==> src/rtl/arrow_sprites.hex <==
// arrow masks, one 16-bit row per line, top row first, bit 15 is the leftmost column
// shapes 0 to 3 filled left, down, up, right; shapes 4 to 7 hollow in the same order
// shape 0, filled left
0100
0300
0700
0F00
1F00
3FFF
7FFF
FFFF
FFFF
7FFF
3FFF
1F00
0F00
0700
0300
0100
// shape 1, filled down
07E0
07E0
07E0
07E0
07E0
07E0
07E0
07E0
FFFF
7FFE
3FFC
1FF8
0FF0
07E0
03C0
0180
// shape 2, filled up
0180
03C0
07E0
0FF0
1FF8
3FFC
7FFE
FFFF
07E0
07E0
07E0
07E0
07E0
07E0
07E0
07E0
// shape 3, filled right
0080
00C0
00E0
00F0
00F8
FFFC
FFFE
FFFF
FFFF
FFFE
FFFC
00F8
00F0
00E0
00C0
0080
// shape 4, hollow left
0100
0300
0500
0900
1100
21FF
4001
8001
8001
4001
21FF
1100
0900
0500
0300
0100
// shape 5, hollow down
07E0
0420
0420
0420
0420
0420
0420
0420
FC3F
4002
2004
1008
0810
0420
0240
0180
// shape 6, hollow up
0180
0240
0420
0810
1008
2004
4002
FC3F
0420
0420
0420
0420
0420
0420
0420
07E0
// shape 7, hollow right
0080
00C0
00A0
0090
0088
FF84
8002
8001
8001
8002
FF84
0088
0090
00A0
00C0
0080
==> src/rtl/dance_vga_pkg.sv <==
package dance_vga_pkg;

    // ------------------------------
    // 640x480 raster timing, 25 MHz
    // ------------------------------

    // full line and full frame
    localparam int HPIXELS = 800;
    localparam int VLINES  = 521;

    // sync pulse lengths, counted from 0
    localparam int HPULSE  = 96;
    localparam int VPULSE  = 2;

    // active window, start inclusive, end exclusive
    // 784 - 144 gives 640 columns
    localparam int HBP     = 144;
    localparam int HFP     = 784;
    // 511 - 31 gives 480 rows
    localparam int VBP     = 31;
    localparam int VFP     = 511;

    // ------------------------------
    // sprites and lanes
    // ------------------------------

    // square sprite edge
    localparam int ARROW_SIZE = 16;
    // address bits for one sprite row or column
    localparam int SPRITE_AW  = $clog2(ARROW_SIZE);
    localparam int NUM_ARROWS = 4;
    localparam int NUM_LANES  = 4;
    // filled shapes first, then the hollow ones
    localparam int NUM_SHAPES = 2 * NUM_LANES;
    localparam int SHAPE_BITS = $clog2(NUM_SHAPES);
    // one mask row per rom word
    localparam int ROM_DEPTH  = NUM_SHAPES * ARROW_SIZE;

    // target row bottom edge, exclusive
    localparam int TARGET_Y   = 25 + ARROW_SIZE;

    // one mask row of 16 bits per line of the file
    localparam string SPRITE_FILE = "/design/src/rtl/arrow_sprites.hex";

    // ------------------------------
    // types
    // ------------------------------

    // screen or counter coordinate
    typedef logic [9:0] coord_t;
    // msb is the leftmost column
    typedef logic [ARROW_SIZE-1:0] sprite_row_t;
    // index of one of the eight masks
    typedef logic [SHAPE_BITS-1:0] shape_t;

    // x is the left edge, y the bottom edge (exclusive)
    typedef struct packed {
        coord_t x;
        coord_t y;
    } arrow_pos_t;

    // coordinates already relative to the active window
    typedef struct packed {
        coord_t h;
        coord_t v;
        logic   active;
    } raster_pos_t;

    typedef struct packed {
        logic [2:0] red;
        logic [2:0] green;
        logic [1:0] blue;
    } rgb_t;

    // left, down, up, right lane columns
    // lane k uses filled shape k and hollow shape k+4
    localparam coord_t LANE_X [NUM_LANES] = '{10'd100, 10'd200, 10'd300, 10'd400};

    // purple-ish rising arrows
    localparam rgb_t ARROW_COLOR  = '{red: 3'b100, green: 3'b000, blue: 2'b11};
    // red target outlines
    localparam rgb_t TARGET_COLOR = '{red: 3'b111, green: 3'b000, blue: 2'b00};

endpackage

==> src/rtl/raster_timing.sv <==
module raster_timing (
    input  logic                       dclk,
    input  logic                       clr,
    output dance_vga_pkg::raster_pos_t pos,
    output logic                       hsync,
    output logic                       vsync
);

    import dance_vga_pkg::*;

    // free running position in the full frame
    coord_t hc;
    coord_t vc;

    // last pixel of a line, last line of a frame
    logic   h_wrap;
    logic   v_wrap;

    // active window flags
    logic   h_active;
    logic   v_active;

    // ------------------------------
    // horizontal and vertical counters
    // ------------------------------

    assign h_wrap = (hc == coord_t'(HPIXELS - 1));
    assign v_wrap = (vc == coord_t'(VLINES - 1));

    always_ff @(posedge dclk or posedge clr)
    begin
        if (clr)
        begin
            hc <= '0;
            vc <= '0;
        end
        else
        begin
            if (h_wrap)
            begin
                hc <= '0;
                // vc only moves at end of line
                if (v_wrap)
                    vc <= '0;
                else
                    vc <= vc + coord_t'(1);
            end
            else
            begin
                hc <= hc + coord_t'(1);
            end
        end
    end

    // ------------------------------
    // active window decode
    // ------------------------------

    // [HBP,HFP) x [VBP,VFP)
    assign h_active = (hc >= coord_t'(HBP)) && (hc < coord_t'(HFP));
    assign v_active = (vc >= coord_t'(VBP)) && (vc < coord_t'(VFP));

    // offsets wrap outside the window, but active is low there
    assign pos.h      = hc - coord_t'(HBP);
    assign pos.v      = vc - coord_t'(VBP);
    assign pos.active = h_active && v_active;

    // ------------------------------
    // sync outputs
    // ------------------------------

    // active low, registered to line up with the painted pixel
    // idle high while in reset
    always_ff @(posedge dclk or posedge clr)
    begin
        if (clr)
        begin
            hsync <= 1'b1;
            vsync <= 1'b1;
        end
        else
        begin
            hsync <= (hc >= coord_t'(HPULSE));
            vsync <= (vc >= coord_t'(VPULSE));
        end
    end

endmodule

==> src/rtl/arrow_painter.sv <==
module arrow_painter (
    input  logic                       dclk,
    input  logic                       clr,
    input  dance_vga_pkg::raster_pos_t pos,
    input  dance_vga_pkg::arrow_pos_t  arrows [dance_vga_pkg::NUM_ARROWS],
    output dance_vga_pkg::rgb_t        pixel
);

    import dance_vga_pkg::*;

    // all eight masks, shape-major, top row first
    sprite_row_t sprite_rom [ROM_DEPTH];

    // one hit flag per rising arrow and per target
    logic [NUM_ARROWS-1:0] arrow_hit;
    logic [NUM_LANES-1:0]  target_hit;

    // colour before the output register
    rgb_t                  next_pixel;

    initial
    begin
        $readmemh(SPRITE_FILE, sprite_rom);
    end

    // ------------------------------
    // box and mask test
    // ------------------------------

    // box is [x, x+16) by [ybot-16, ybot)
    // ybot below 16 means hidden
    function automatic logic mask_bit(
        input shape_t shape,
        input coord_t h,
        input coord_t v,
        input coord_t x,
        input coord_t ybot
    );
        coord_t      top;
        coord_t      col;
        coord_t      row;
        logic        in_box;
        sprite_row_t line;
        begin
            top = ybot - coord_t'(ARROW_SIZE);
            // only valid once h >= x and v >= top
            col = h - x;
            row = v - top;
            in_box = (ybot >= coord_t'(ARROW_SIZE)) &&
                     (h >= x) && (col < coord_t'(ARROW_SIZE)) &&
                     (v >= top) && (v < ybot);
            line = sprite_rom[{shape, row[SPRITE_AW-1:0]}];
            // msb is column 0, so invert the column bits
            mask_bit = in_box && line[~col[SPRITE_AW-1:0]];
        end
    endfunction

    // ------------------------------
    // rising arrows
    // ------------------------------

    for (genvar i = 0; i < NUM_ARROWS; i++)
    begin : g_arrow
        shape_t shape;

        // lane decode from x
        // no matching lane falls back to shape 3
        always_comb
        begin
            shape = shape_t'(NUM_LANES - 1);
            for (int k = 0; k < NUM_LANES; k++)
            begin
                if (arrows[i].x == LANE_X[k])
                    shape = shape_t'(k);
            end
        end

        assign arrow_hit[i] = mask_bit(shape, pos.h, pos.v, arrows[i].x, arrows[i].y);
    end

    // ------------------------------
    // target row
    // ------------------------------

    // fixed lane columns, hollow masks sit after the filled ones
    for (genvar k = 0; k < NUM_LANES; k++)
    begin : g_target
        assign target_hit[k] = mask_bit(shape_t'(k + NUM_LANES), pos.h, pos.v,
                                        LANE_X[k], coord_t'(TARGET_Y));
    end

    // ------------------------------
    // colour priority
    // ------------------------------

    // arrow bit, then target bit, then black
    // blank outside the window
    always_comb
    begin
        next_pixel = '0;
        if (pos.active)
        begin
            if (|arrow_hit)
                next_pixel = ARROW_COLOR;
            else if (|target_hit)
                next_pixel = TARGET_COLOR;
        end
    end

    // one cycle behind pos, same as the sync registers
    always_ff @(posedge dclk or posedge clr)
    begin
        if (clr)
            pixel <= '0;
        else
            pixel <= next_pixel;
    end

endmodule

==> src/rtl/dance_vga_top.sv <==
module dance_vga_top (
    input  logic                      dclk,
    input  logic                      clr,
    input  dance_vga_pkg::arrow_pos_t arrows [dance_vga_pkg::NUM_ARROWS],
    output logic                      hsync,
    output logic                      vsync,
    output dance_vga_pkg::rgb_t       pixel
);

    import dance_vga_pkg::*;

    // current scan position, combinational from the counters
    raster_pos_t pos;

    // ------------------------------
    // counters and sync
    // ------------------------------

    raster_timing u_timing (
        .dclk  (dclk),
        .clr   (clr),
        .pos   (pos),
        .hsync (hsync),
        .vsync (vsync)
    );

    // ------------------------------
    // sprite drawing
    // ------------------------------

    // arrows are held by the game logic for a whole frame
    arrow_painter u_painter (
        .dclk   (dclk),
        .clr    (clr),
        .pos    (pos),
        .arrows (arrows),
        .pixel  (pixel)
    );

endmodule

==> config.mk <==
export PLATFORM = sky130hd
export DESIGN_NAME = dance_vga_top
export DESIGN_NICKNAME = d
export VERILOG_FILES = /design/src/rtl/dance_vga_pkg.sv /design/src/rtl/raster_timing.sv /design/src/rtl/arrow_painter.sv /design/src/rtl/dance_vga_top.sv
export SDC_FILE = /design/constraint.sdc
export NUM_CORES = 1
export LEC_CHECK = 0
export ABC_AREA = 0
export BUFFER_PORTS_ARGS = -buffer_cell sky130_fd_sc_hd__buf_4
export CORE_MARGIN = 4
export CORE_UTILIZATION = 39
export CTS_CLUSTER_DIAMETER = 120
export DETAILED_ROUTE_END_ITERATION = 8
export PLACE_DENSITY = 0.79
export SYNTH_ARGS = -nofsm -noshare
export SYNTH_HDL_FRONTEND = slang
export SYNTH_SLANG_ARGS = --single-unit
==> constraint.sdc <==
create_clock -name dclk -period 2.24 [get_ports dclk]
set_input_delay 0.448 -clock dclk [delete_from_list [all_inputs] [get_ports dclk]]
set_output_delay 0.448 -clock dclk [all_outputs]
set_load 0.05 [all_outputs]
== Word-level counts from Yosys, hierarchy flattened ==
Cells that the tools add are included.
Cells by class
  $add $sub $neg: 16
  reduce and logical (&&, ||, !) cells: 41
  equality and inequality tests: 2
  muxes and demuxes: 21
  bitwise operators: 8
  $lt $le $gt $ge: 44
Operator list (number)
  $ge 10x10->1: 8
  $lt 10x5->1 const B: 8
  $ge 10x5->1 const B: 6
  $sub 10x5->10 const B: 5
  $lt 10x10->1: 4
  $lt 4x5->1 const B: 8
  $sub 10x10->10: 4
  $logic_and 1x1->1: 39
  $bmux 1 s4: 8
  $not 4->4: 8
  $mux 8: 3
  $add 10x1->10 const B: 2
  $eq 10x10->1 const B: 2
  $ge 10x7->1 const B: 2
  $ge 10x8->1 const B: 2
  $ge 10x9->1 const B: 2
  $mux 10: 2
  $sub 10x8->10 const B: 2
  $sub 10x9->10 const B: 2
  $ge 10x2->1 const B: 1
  $lt 10x10->1 const B: 1
  $lt 10x6->1 const B: 1
  $lt 10x9->1 const B: 1
  $sub 10x7->10 const B: 1
  2 further kinds: 10
Storage, ports and cells
  register bits after elaboration: 30
  output and inout port bits: 10
  logic and storage cells: 139
  input port bits: 82

== Logic depth before layout (Yosys ltp) ==
Gate-level depths: netlist of the first run.
  word-level depth: 11
  gate-level depth with buffers: 8
  mapped depth without buffers: 6

== Modules after synthesis ==
From an unflattened synthesis of the first run, not the netlist that was laid out.
Unflattened totals
  cells, all modules: 164
  area, all modules: 1480.2 µm²
Modules (own cells, without submodules)
  raster_timing: area each 1416.4 µm², times used 1, sequential area each 553.0 µm², cells each 155
  arrow_painter: area each 63.8 µm², times used 1, sequential area each 0.0 µm², cells each 9

== Worst setup path before layout of the first run ==
OpenSTA, ideal clock, no wires.
  path kind: reg2reg
  from: register u_timing.hc[0]
  to: register u_timing.vc[0]
  data required time: 2113 ps
  path buffers: 3
  setup time: 127 ps
  cell stages (with the launch flop): 9
  period minus slack after synthesis: 1624 ps
  arrival time: 1497 ps
  setup slack: 616 ps
  path through: dfrtp_1 ha_1 and4_1 buf_4 and3_1 buf_6 buf_12 nand3_1 o21ai_0
Between the ends
  word-level cells in the longest chain between the ends: 1
RTL lines
  from (decl): RTL line raster_timing.sv:12  | coord_t hc;
  from (signal assigned): RTL line raster_timing.sv:50  | hc <= hc + coord_t'(1);
  $eq 10x10->1: RTL line raster_timing.sv:27  | assign h_wrap = (hc == coord_t'(HPIXELS - 1));
  to (signal assigned): RTL line raster_timing.sv:46  | vc <= vc + coord_t'(1);
  to (decl): RTL line raster_timing.sv:13  | coord_t vc;
Every way passes these cells.
A chain may end at the register's enable or synchronous reset.

== Worst setup path after layout of the first run ==
  from: register u_timing.hc[0]
  to: register u_timing.vc[2]
Same word-level chain as after synthesis.

==> metrics.txt, run 1 <==
outcome finished clean; fin crit period around 2000 ps; period utilization approximately 88%; clock skew 9.978 ps; most frequent cell after synthesis dfrtp_1; Worst Path Required roughly 2500 ps; Die ar. about 4000 um^2; routed vias around 810; clock latency at the later pin of the worst-skew pair around 320 ps; Post-Syn Area per Cell around 10 um^2; #FFs+latches synth 22; met3 Resource Use GR roughly 3.2%; Critical Path Start Type flip-flop; Worst-path clk slew ~130 ps; Worst setup EP type flip-flop; Core Region 2829 um^2; drt first pass iters 4; CTS buffer count 3; peak supply drop ~0.00034 V; total track usage ~10%; CTS tree built; Max Fclk 0.5087 GHz; CTS Hold Buffers Added 0; post-layout util around 44%; CTS max path bufs 2; n_diodes 0; # DRC 0; Leak 0.5748 nW; Post-synth ARST share 100.0%; nets@finish ~210; Non-Filler Instances 149; cells on worst reg2reg path 5; TritonCTS Sinks 22; post-cts sizing count 0; share of layout cells above drive strength 1 ~14%; vias per inst 5.430; post-synth top area cell dfrtp_1; Power per Cell Area between 500 and 600 nW/um^2; Hold Fails Final Rpt 0; Congestion Overflow GR 0; Die H 63.27 um; Final ANT Viol Nets 0; worst hold-check path type in -> async; RSZ-0062 raised after global routing no; post-DP HPWL 1417 um; Routed WL per cell 12.86 um; Setup Crit Path Kind reg -> reg; area grow syn2layout 4.097%; synth unique cells 33; top post-synthesis cells by count dfrtp_1, nand3_1, buf_4; reg2reg setup slack around 270 ps; maximum number of pins on one net before global-route repair 23; Fin Setup TNS 0 ps; setup bufs post-CTS 0; Worst-Margin Slew just over 800 ps; # Max-Cap Violations 0; FF-to-FF End u_timing.vc[2]$_DFFE_PP0N_; reg2reg start u_timing.hc[0]$_DFF_PP0_; Synth Flop Type dfrtp_1; met2 usage between 10% and 20%; # IOs slightly above 90; M1 GR Usage between 10% and 20%; Slew HR between 40 and 50%; dominant cells by area after synthesis dfrtp_1, buf_4, ha_1; Inst Count DP about 150; max-slew violation count 0; Fin Hold WS ~270 ps; antenna violations before repair 0; initial drt markers 28; H-tree depth reported by CTS 1; final wirelength about 1900 um; Die X 63.27 um; # setup viols final 0; vias in the first global route 774; global-route wire length before repair approximately 3300 um; global placement routability congestion between 0.8 and 0.9; share of the synthesized area in the top cell type 42.02%; Synth Warn # 0; Post-Synthesis Cells ~110; number of port buffers 3; Most Used Layer, Global Route met2; Syn Std Cell Area 1191 um^2; Post-synth EDFFs 0; # rows 19; CP max FO 11; CTS Root Cell clkbuf_4; Starting Density between 40% and 50%; WP data arrival between 2000 and 2500 ps; sequential share of the synthesized area around 46%
area by class of cell:
class | count | area [um^2]
Sequential cell | 22 | 553.0
Inverter | 7 | 26.28
Clock inverter | 1 | 30.03
Tap cell | 31 | 38.79
Clock buffer | 3 | 22.52
Timing Repair Buffer | 4 | 30.03
Fill cell | 266 | 1589
Multi-Input combinational cell | 81 | 539.3
cell usage in the layout (no fill, tap or decap), drive strengths merged:
cell type / synthesis / routed
a21boi: 1 / 1
dfrtp: 20 / 20
nand3: 12 / 12
buf: 11 / 4
conb: 1 / 8
inv: 7 / 7
a21oi: 3 / 3
o21bai: 1 / 1
ha: 5 / 5
nor3b: 1 / 1
o21ai: 5 / 5
and3: 6 / 6
xor2: 4 / 4
clkbuf: 0 / 3
dfstp: 2 / 2
xnor2: 7 / 7
a211oi: 1 / 1
nor2b: 1 / 1
nand4: 7 / 7
nor3: 1 / 1
and2: 1 / 1
nor4: 1 / 1
bufinv: 0 / 1
and4: 3 / 3
nor2: 7 / 7
a31oi: 1 / 1
nand2: 4 / 4
or3: 1 / 1
power by group:
group | switching, W | internal (W) | total, W
logic | 0.0000368 | 0.00000118 | 0.0000380
clock network | 0.000126 | 0.000181 | 0.000307
registers | 0 | 0.000397 | 0.000397
total | 0.000163 | 0.000580 | 0.000742
worst max path at each step:
stage	startpoint	to	slack (ps)
final	u_timing.hc[0]$_DFF_PP0_	u_timing.vc[2]$_DFFE_PP0N_	270
after floorplan	u_timing.hc[0]$_DFF_PP0_	u_timing.vc[0]$_DFFE_PP0N_	620
after CTS	u_timing.hc[0]$_DFF_PP0_	u_timing.vc[2]$_DFFE_PP0N_	250
after global routing	u_timing.hc[0]$_DFF_PP0_	u_timing.vc[2]$_DFFE_PP0N_	110
after detailed placement	u_timing.hc[0]$_DFF_PP0_	u_timing.vc[2]$_DFFE_PP0N_	300
after global placement	u_timing.hc[0]$_DFF_PP0_	u_timing.vc[2]$_DFFE_PP0N_	330
flip-flops by register name, summed over array words and instances, names as in the netlist:
register        flops
u_timing.hc        10
u_timing.hsync      1
u_timing.vc        10
u_timing.vsync      1
kinds of logic (layout without fill, tap and decap cells):
| kind of cell | after synthesis | after routing | synth area share [%] |
|---|---|---|---|
| simple gates | 45 | 45 | 22.69 |
| other cells | 1 | 8 | 0.3148 |
| fa+ha+maj | 5 | 5 | 5.252 |
| compound gates | 12 | 12 | 6.092 |
| buf+inv | 18 | 15 | 10.50 |
| xor+xnor | 11 | 11 | 8.719 |
| flops | 22 | 22 | 46.43 |
routing by layer:
metal,wire [um],vias up
met5,0,-
met4,10,0
met3,76,2
met2,986,12
met1,842,411
li1,-,384
stage by stage:
step	cell area (um^2)	power [W]	worst slack, ps
6_report	1240	0.0007423	274.2
2_1_floorplan	1217	0.0004506	615.9
3_5_place_dp	1187	0.0004430	296.3
4_1_cts	1240	0.0007507	245.4
3_3_place_gp	1187	0.0004427	333.1
5_1_grt	1240	0.0007641	109.3
critical path: stages, from the launching register on:
cell	delay, ps
dfrtp_1	460
ha_1	230
and4_1	320
and3_1	490
a21boi_0	150
o21bai_2	200
No activity file was read; power rests on OpenSTA's default activity.
==> run 2: changes to the inputs <==
- CORE_ASPECT_RATIO: unset -> 0.7
==> metrics.txt, run 2 (synthesized netlist as in run 1, its figures left out) <==
CP Depth 6 (+1); Setup Crit Path Kind reg -> reg; Leak 0.5756 nW (+0.14%); reg2reg setup slack 300 ps (+30 ps); TritonCTS Sinks 22 (unchanged); peak supply drop 0.0002855 V (-15%); Die H 54.24 um (-14%); antenna violations before repair 0 (unchanged); Worst Path Required 2430 ps (-20 ps); global-route wire length before repair 3208 um (-3.1%); Starting Density 41.61% (-0.50 points); CP cell instances ha_1 -> and4_1 -> and3_1 -> buf_4 -> nand3_2 -> o21bai_2; CTS tree built; area grow syn2layout 4.832%; Hold Fails Final Rpt 0 (unchanged); CTS Root Cell clkbuf_8; global placement routability congestion 0.8675 (+5.3%); largest registers u_timing.hc: 10 flops, u_timing.vc: 10 flops; period utilization 86.47% (-1.3 points); Worst-Margin Slew 799.3 ps (-18.02 ps); # DRC 0 (unchanged); Critical Path Start Type flip-flop; Congestion Overflow GR 0 (unchanged); WP data arrival 2130 ps (-50 ps); Core Region 2863 um^2 (+1.2%); routed vias 800 (-1.1%); n_diodes 0 (unchanged); crit-path leading delay family simple AND/OR/NAND/NOR gates; Power per Cell Area 567.9 nW/um^2 (-5.1%); CP max stage cell dfrtp_1; # IOs 92 (unchanged); H-tree depth reported by CTS 1 (unchanged); Slew HR 46.65% (+1.2 points); Fillers 273 (+2.6%); drt first pass iters 5 (+1); setup bufs post-CTS 0 (unchanged); total track usage 10.78% (+0.74 points); CP Buf/Inv Count 1 (+1); # rows 16 (-3); initial drt markers 30 (+7.1%); CP max FO 9 (-2); # Max-Cap Violations 0 (unchanged); clock skew 1.852 ps (-8.126 ps); # setup viols final 0 (unchanged); number of port buffers 3 (unchanged); Fin Setup TNS 0 ps (unchanged); CTS max path bufs 2 (unchanged); pre-CTS setup slack 338.5 ps (+42.19 ps); final wirelength 1933 um (+0.89%); vias in the first global route 726 (-6.2%); worst hold-check path type in -> async; FF-to-FF End u_timing.vc[2]$_DFFE_PP0N_; most frequent cells in the layout dfrtp_1, nand3_1, conb_1; clock latency at the later pin of the worst-skew pair 260 ps (-60 ps); Worst setup EP type flip-flop; Worst-path clk slew 70 ps (-60 ps); Die ar. 4017 um^2 (+0.36%); Worst path max stage delay 460 ps (-30 ps); CTS buffer count 3 (unchanged); Final ANT Viol Nets 0 (unchanged); max-slew violation count 0 (unchanged); post-DP HPWL 1421 um (+0.33%); post-cts sizing count 0 (unchanged); vias per inst 5.195 (-4.3%); final setup margin 303.1 ps (+28.99 ps); cells on worst reg2reg path 6 (+1); Die X 74.06 um (+17%); fin crit period 1937 ps (-28.99 ps); most common cell after layout, fill and taps aside dfrtp_1; reg2reg start u_timing.hc[0]$_DFF_PP0_; outcome finished clean; Max Fclk 0.5163 GHz (+1.5%); RSZ-0062 raised after global routing no; CTS Hold Buffers Added 0 (unchanged); Routed WL per cell 12.55 um (-2.4%); nets@finish 206 (unchanged); maximum number of pins on one net before global-route repair 23 (unchanged); share of layout cells above drive strength 1 13.56% (unchanged)
[run 2: stage by stage]
step / cell area, um^2 / utilization (%) / total power [W] / hold WS, ps / std cells
floorplan: 1217 / - / 0.0004506 / 435.7 / 121
global placement: 1194 / 41.70 / 0.0004427 / 470.7 / 150
detailed placement: 1194 / 41.70 / 0.0004429 / 475.7 / 150
CTS: 1249 / 43.62 / 0.0007154 / 376.3 / 154
global route: 1249 / 43.62 / 0.0007359 / 419.8 / 154
finish: 1249 / 43.62 / 0.0007091 / 344.7 / 154
[run 2: how the worst max path moves through the flow]
| stage | from | endpoint |
|---|---|---|
| 2_1_floorplan | u_timing.hc[0]$_DFF_PP0_ | u_timing.vc[0]$_DFFE_PP0N_ |
| 3_3_place_gp | u_timing.hc[0]$_DFF_PP0_ | u_timing.vc[2]$_DFFE_PP0N_ |
| 3_5_place_dp | u_timing.hc[0]$_DFF_PP0_ | u_timing.vc[2]$_DFFE_PP0N_ |
| 4_1_cts | u_timing.hc[0]$_DFF_PP0_ | u_timing.vc[2]$_DFFE_PP0N_ |
| 5_1_grt | u_timing.hc[0]$_DFF_PP0_ | u_timing.vc[2]$_DFFE_PP0N_ |
| 6_report | u_timing.hc[0]$_DFF_PP0_ | u_timing.vc[2]$_DFFE_PP0N_ |
[run 2: per-layer routing]
metal | part of all wire, % | wire length (um) | global-route usage [%] | vias to the layer above
li1 | - | - | - | 385
met1 | 45 | 877 | 12.10 | 387
met2 | 46 | 897 | 18.53 | 24
met3 | 7.1 | 138 | 5.505 | 4
met4 | 0.98 | 19 | 2.410 | 0
met5 | 0 | 0 | 0 | -
[run 2: area by class of cell]
type	instances	area [um^2]	share of cell area, %
multi-input combinational	81	539.3	43.19
sequential	22	553.0	44.29
clock buffer	4	55.05	4.409
tap	36	45.04	3.607
timing repair buffer	4	30.03	2.405
inverter	7	26.28	2.104
[run 2: where the power goes]
group | total, W | switching [W] | internal (W) | leakage [nW]
registers | 0.000397 | 0 | 0.000397 | 0.286
logic | 0.0000378 | 0.0000366 | 0.00000118 | 0.261
clock network | 0.000274 | 0.000118 | 0.000156 | 0.0288
total | 0.000709 | 0.000155 | 0.000555 | 0.576
==> run 3: changes to the inputs <==
- CORE_UTILIZATION: 39 -> 41
- CTS_BUF_LIST: unset -> sky130_fd_sc_hd__clkbuf_8
- PLACE_DENSITY: 0.79 -> 0.82
==> metrics.txt, run 3 (synthesized netlist as in run 1, its figures left out) <==
Fin Hold WS 333.4 ps (-11.31 ps); CP Depth 5 (-1); # setup viols final 0 (unchanged); cells on worst reg2reg path 5 (-1); CTS Root Cell clkbuf_8; post-DP HPWL 1401 um (-1.5%); global-route wire length before repair 3305 um (+3.0%); vias per inst 5.162 (-0.63%); nets@finish 206 (unchanged); Hold Fails Final Rpt 0 (unchanged); period utilization 86.26% (-0.20 points); drt first pass iters 4 (-1); Die X 72.42 um (-2.2%); TritonCTS Sinks 22 (unchanged); Fillers 254 (-7.0%); maximum number of pins on one net before global-route repair 23 (unchanged); Leak 0.5737 nW (-0.32%); Worst setup EP type flip-flop; global placement routability congestion 0.8509 (-1.9%); clock latency at the later pin of the worst-skew pair 260 ps (about the same); # rows 16 (unchanged); clock skew 0.8603 ps (-0.9918 ps); Starting Density 42.81% (+1.2 points); Final ANT Viol Nets 0 (unchanged); WP data arrival 2080 ps (-50 ps); number of port buffers 3 (unchanged); Worst-Margin Slew 795.0 ps (-4.350 ps); Routed WL per cell 12.70 um (+1.2%); # Max-Cap Violations 0 (unchanged); # DRC 0 (unchanged); area grow syn2layout 3.992%; vias in the first global route 722 (-0.55%); Die ar. 3845 um^2 (-4.3%); CTS Hold Buffers Added 0 (unchanged); reg2reg setup slack 310 ps (about the same); crit-path leading delay family simple AND/OR/NAND/NOR gates; CP Buf/Inv Count 0 (-1); CTS buffer count 3 (unchanged); Core Region 2783 um^2 (-2.8%); worst hold-check path type in -> async; peak supply drop 0.0002352 V (-18%); H-tree depth reported by CTS 1 (unchanged); setup bufs post-CTS 0 (unchanged); CTS tree built; Worst Path Required 2390 ps (-40 ps); most frequent cells in the layout dfrtp_1, nand3_1, inv_1, conb_1; largest registers u_timing.hc: 10 flops, u_timing.vc: 10 flops; Post-DP Area 1194 um^2 (unchanged); final wirelength 1956 um (+1.2%); fin crit period 1932 ps (-4.537 ps); Final Instance Area 1239 um^2 (-0.80%); Overall Power 0.0006839 W (-3.6%); Critical Path Start Type flip-flop; Slew HR 46.94% (+0.29 points); share of layout cells above drive strength 1 12.71% (-0.85 points); Setup Crit Path Kind reg -> reg; initial drt markers 62 (+110%); Worst path max stage delay 440 ps (-20 ps); routed vias 795 (-0.63%); CP max FO 9 (unchanged); Congestion Overflow GR 0 (unchanged); max-slew violation count 0 (unchanged); post-cts sizing count 0 (unchanged); CTS max path bufs 2 (unchanged); Die H 53.10 um (-2.1%); most common cell after layout, fill and taps aside dfrtp_1; n_diodes 0 (unchanged); total track usage 11.71% (+0.93 points); FF-to-FF End u_timing.vc[6]$_DFFE_PP0N_; Worst-path clk slew 80 ps (about the same); # IOs 92 (unchanged); CP startpoint u_timing.hc[0]$_DFF_PP0_; antenna violations before repair 0 (unchanged); RSZ-0062 raised after global routing no; CP cell instances ha_1 -> and4_1 -> and3_1 -> nand4_1 -> xnor2_1; Power per Cell Area 552.1 nW/um^2 (-2.8%); outcome finished clean; Setup crit end u_timing.vc[6]$_DFFE_PP0N_; post-layout util 44.51% (+0.90 points); CP max stage cell and3_1; Fin Setup TNS 0 ps (unchanged); Max Fclk 0.5175 GHz (+0.23%); reg2reg start u_timing.hc[0]$_DFF_PP0_
==> run 3: how the worst min path moves through the flow <==
stage | end | slack, ps | cells after the start
6_report | u_timing.hc[6]$_DFF_PP0_ | 330 | 2
5_1_grt | u_timing.hc[1]$_DFF_PP0_ | 420 | 2
4_1_cts | u_timing.hc[1]$_DFF_PP0_ | 360 | 2
3_5_place_dp | u_timing.hc[4]$_DFF_PP0_ | 480 | 1
3_3_place_gp | u_timing.hc[4]$_DFF_PP0_ | 470 | 1
2_1_floorplan | u_timing.hc[0]$_DFF_PP0_ | 440 | 1
==> run 3: layout make-up <==
| cell class | count | area [um^2] | area share (%) |
|---|---|---|---|
| clock buffer | 3 | 41.29 | 3.333 |
| tap | 36 | 45.04 | 3.636 |
| timing repair buffer | 4 | 30.03 | 2.424 |
| inverter | 7 | 26.28 | 2.121 |
| sequential | 22 | 553.0 | 44.65 |
| clock inverter | 1 | 3.754 | 0.3030 |
| multi-input combinational | 81 | 539.3 | 43.54 |
==> run 3: report_power, final <==
group          leakage, nW  total (W)  switching, W  internal, W
logic                0.261  0.0000377     0.0000365   0.00000118
registers            0.286   0.000397             0     0.000397
clock network       0.0269   0.000249      0.000127     0.000122
==> run 3: stage by stage <==
step | std cells | setup slack, ps
2_1_floorplan | 121 | 615.9
3_3_place_gp | 150 | 393.5
3_5_place_dp | 150 | 320.6
4_1_cts | 154 | 286.0
5_1_grt | 154 | 126.8
6_report | 154 | 307.7
==> run 3: worst reg2reg max path, stage by stage (launching register included) <==
cell and delay (ps):
dfrtp_1 430, ha_1 240, and4_1 340, and3_1 440, nand4_1 190, xnor2_1 170
==> run 3: per-layer routing <==
layer,track usage (%),up-vias,wire [um]
met5,0,-,0
met4,4.601,0,8
met3,4.554,2,155
met2,18.88,29,932
met1,14.14,380,859
li1,-,384,-
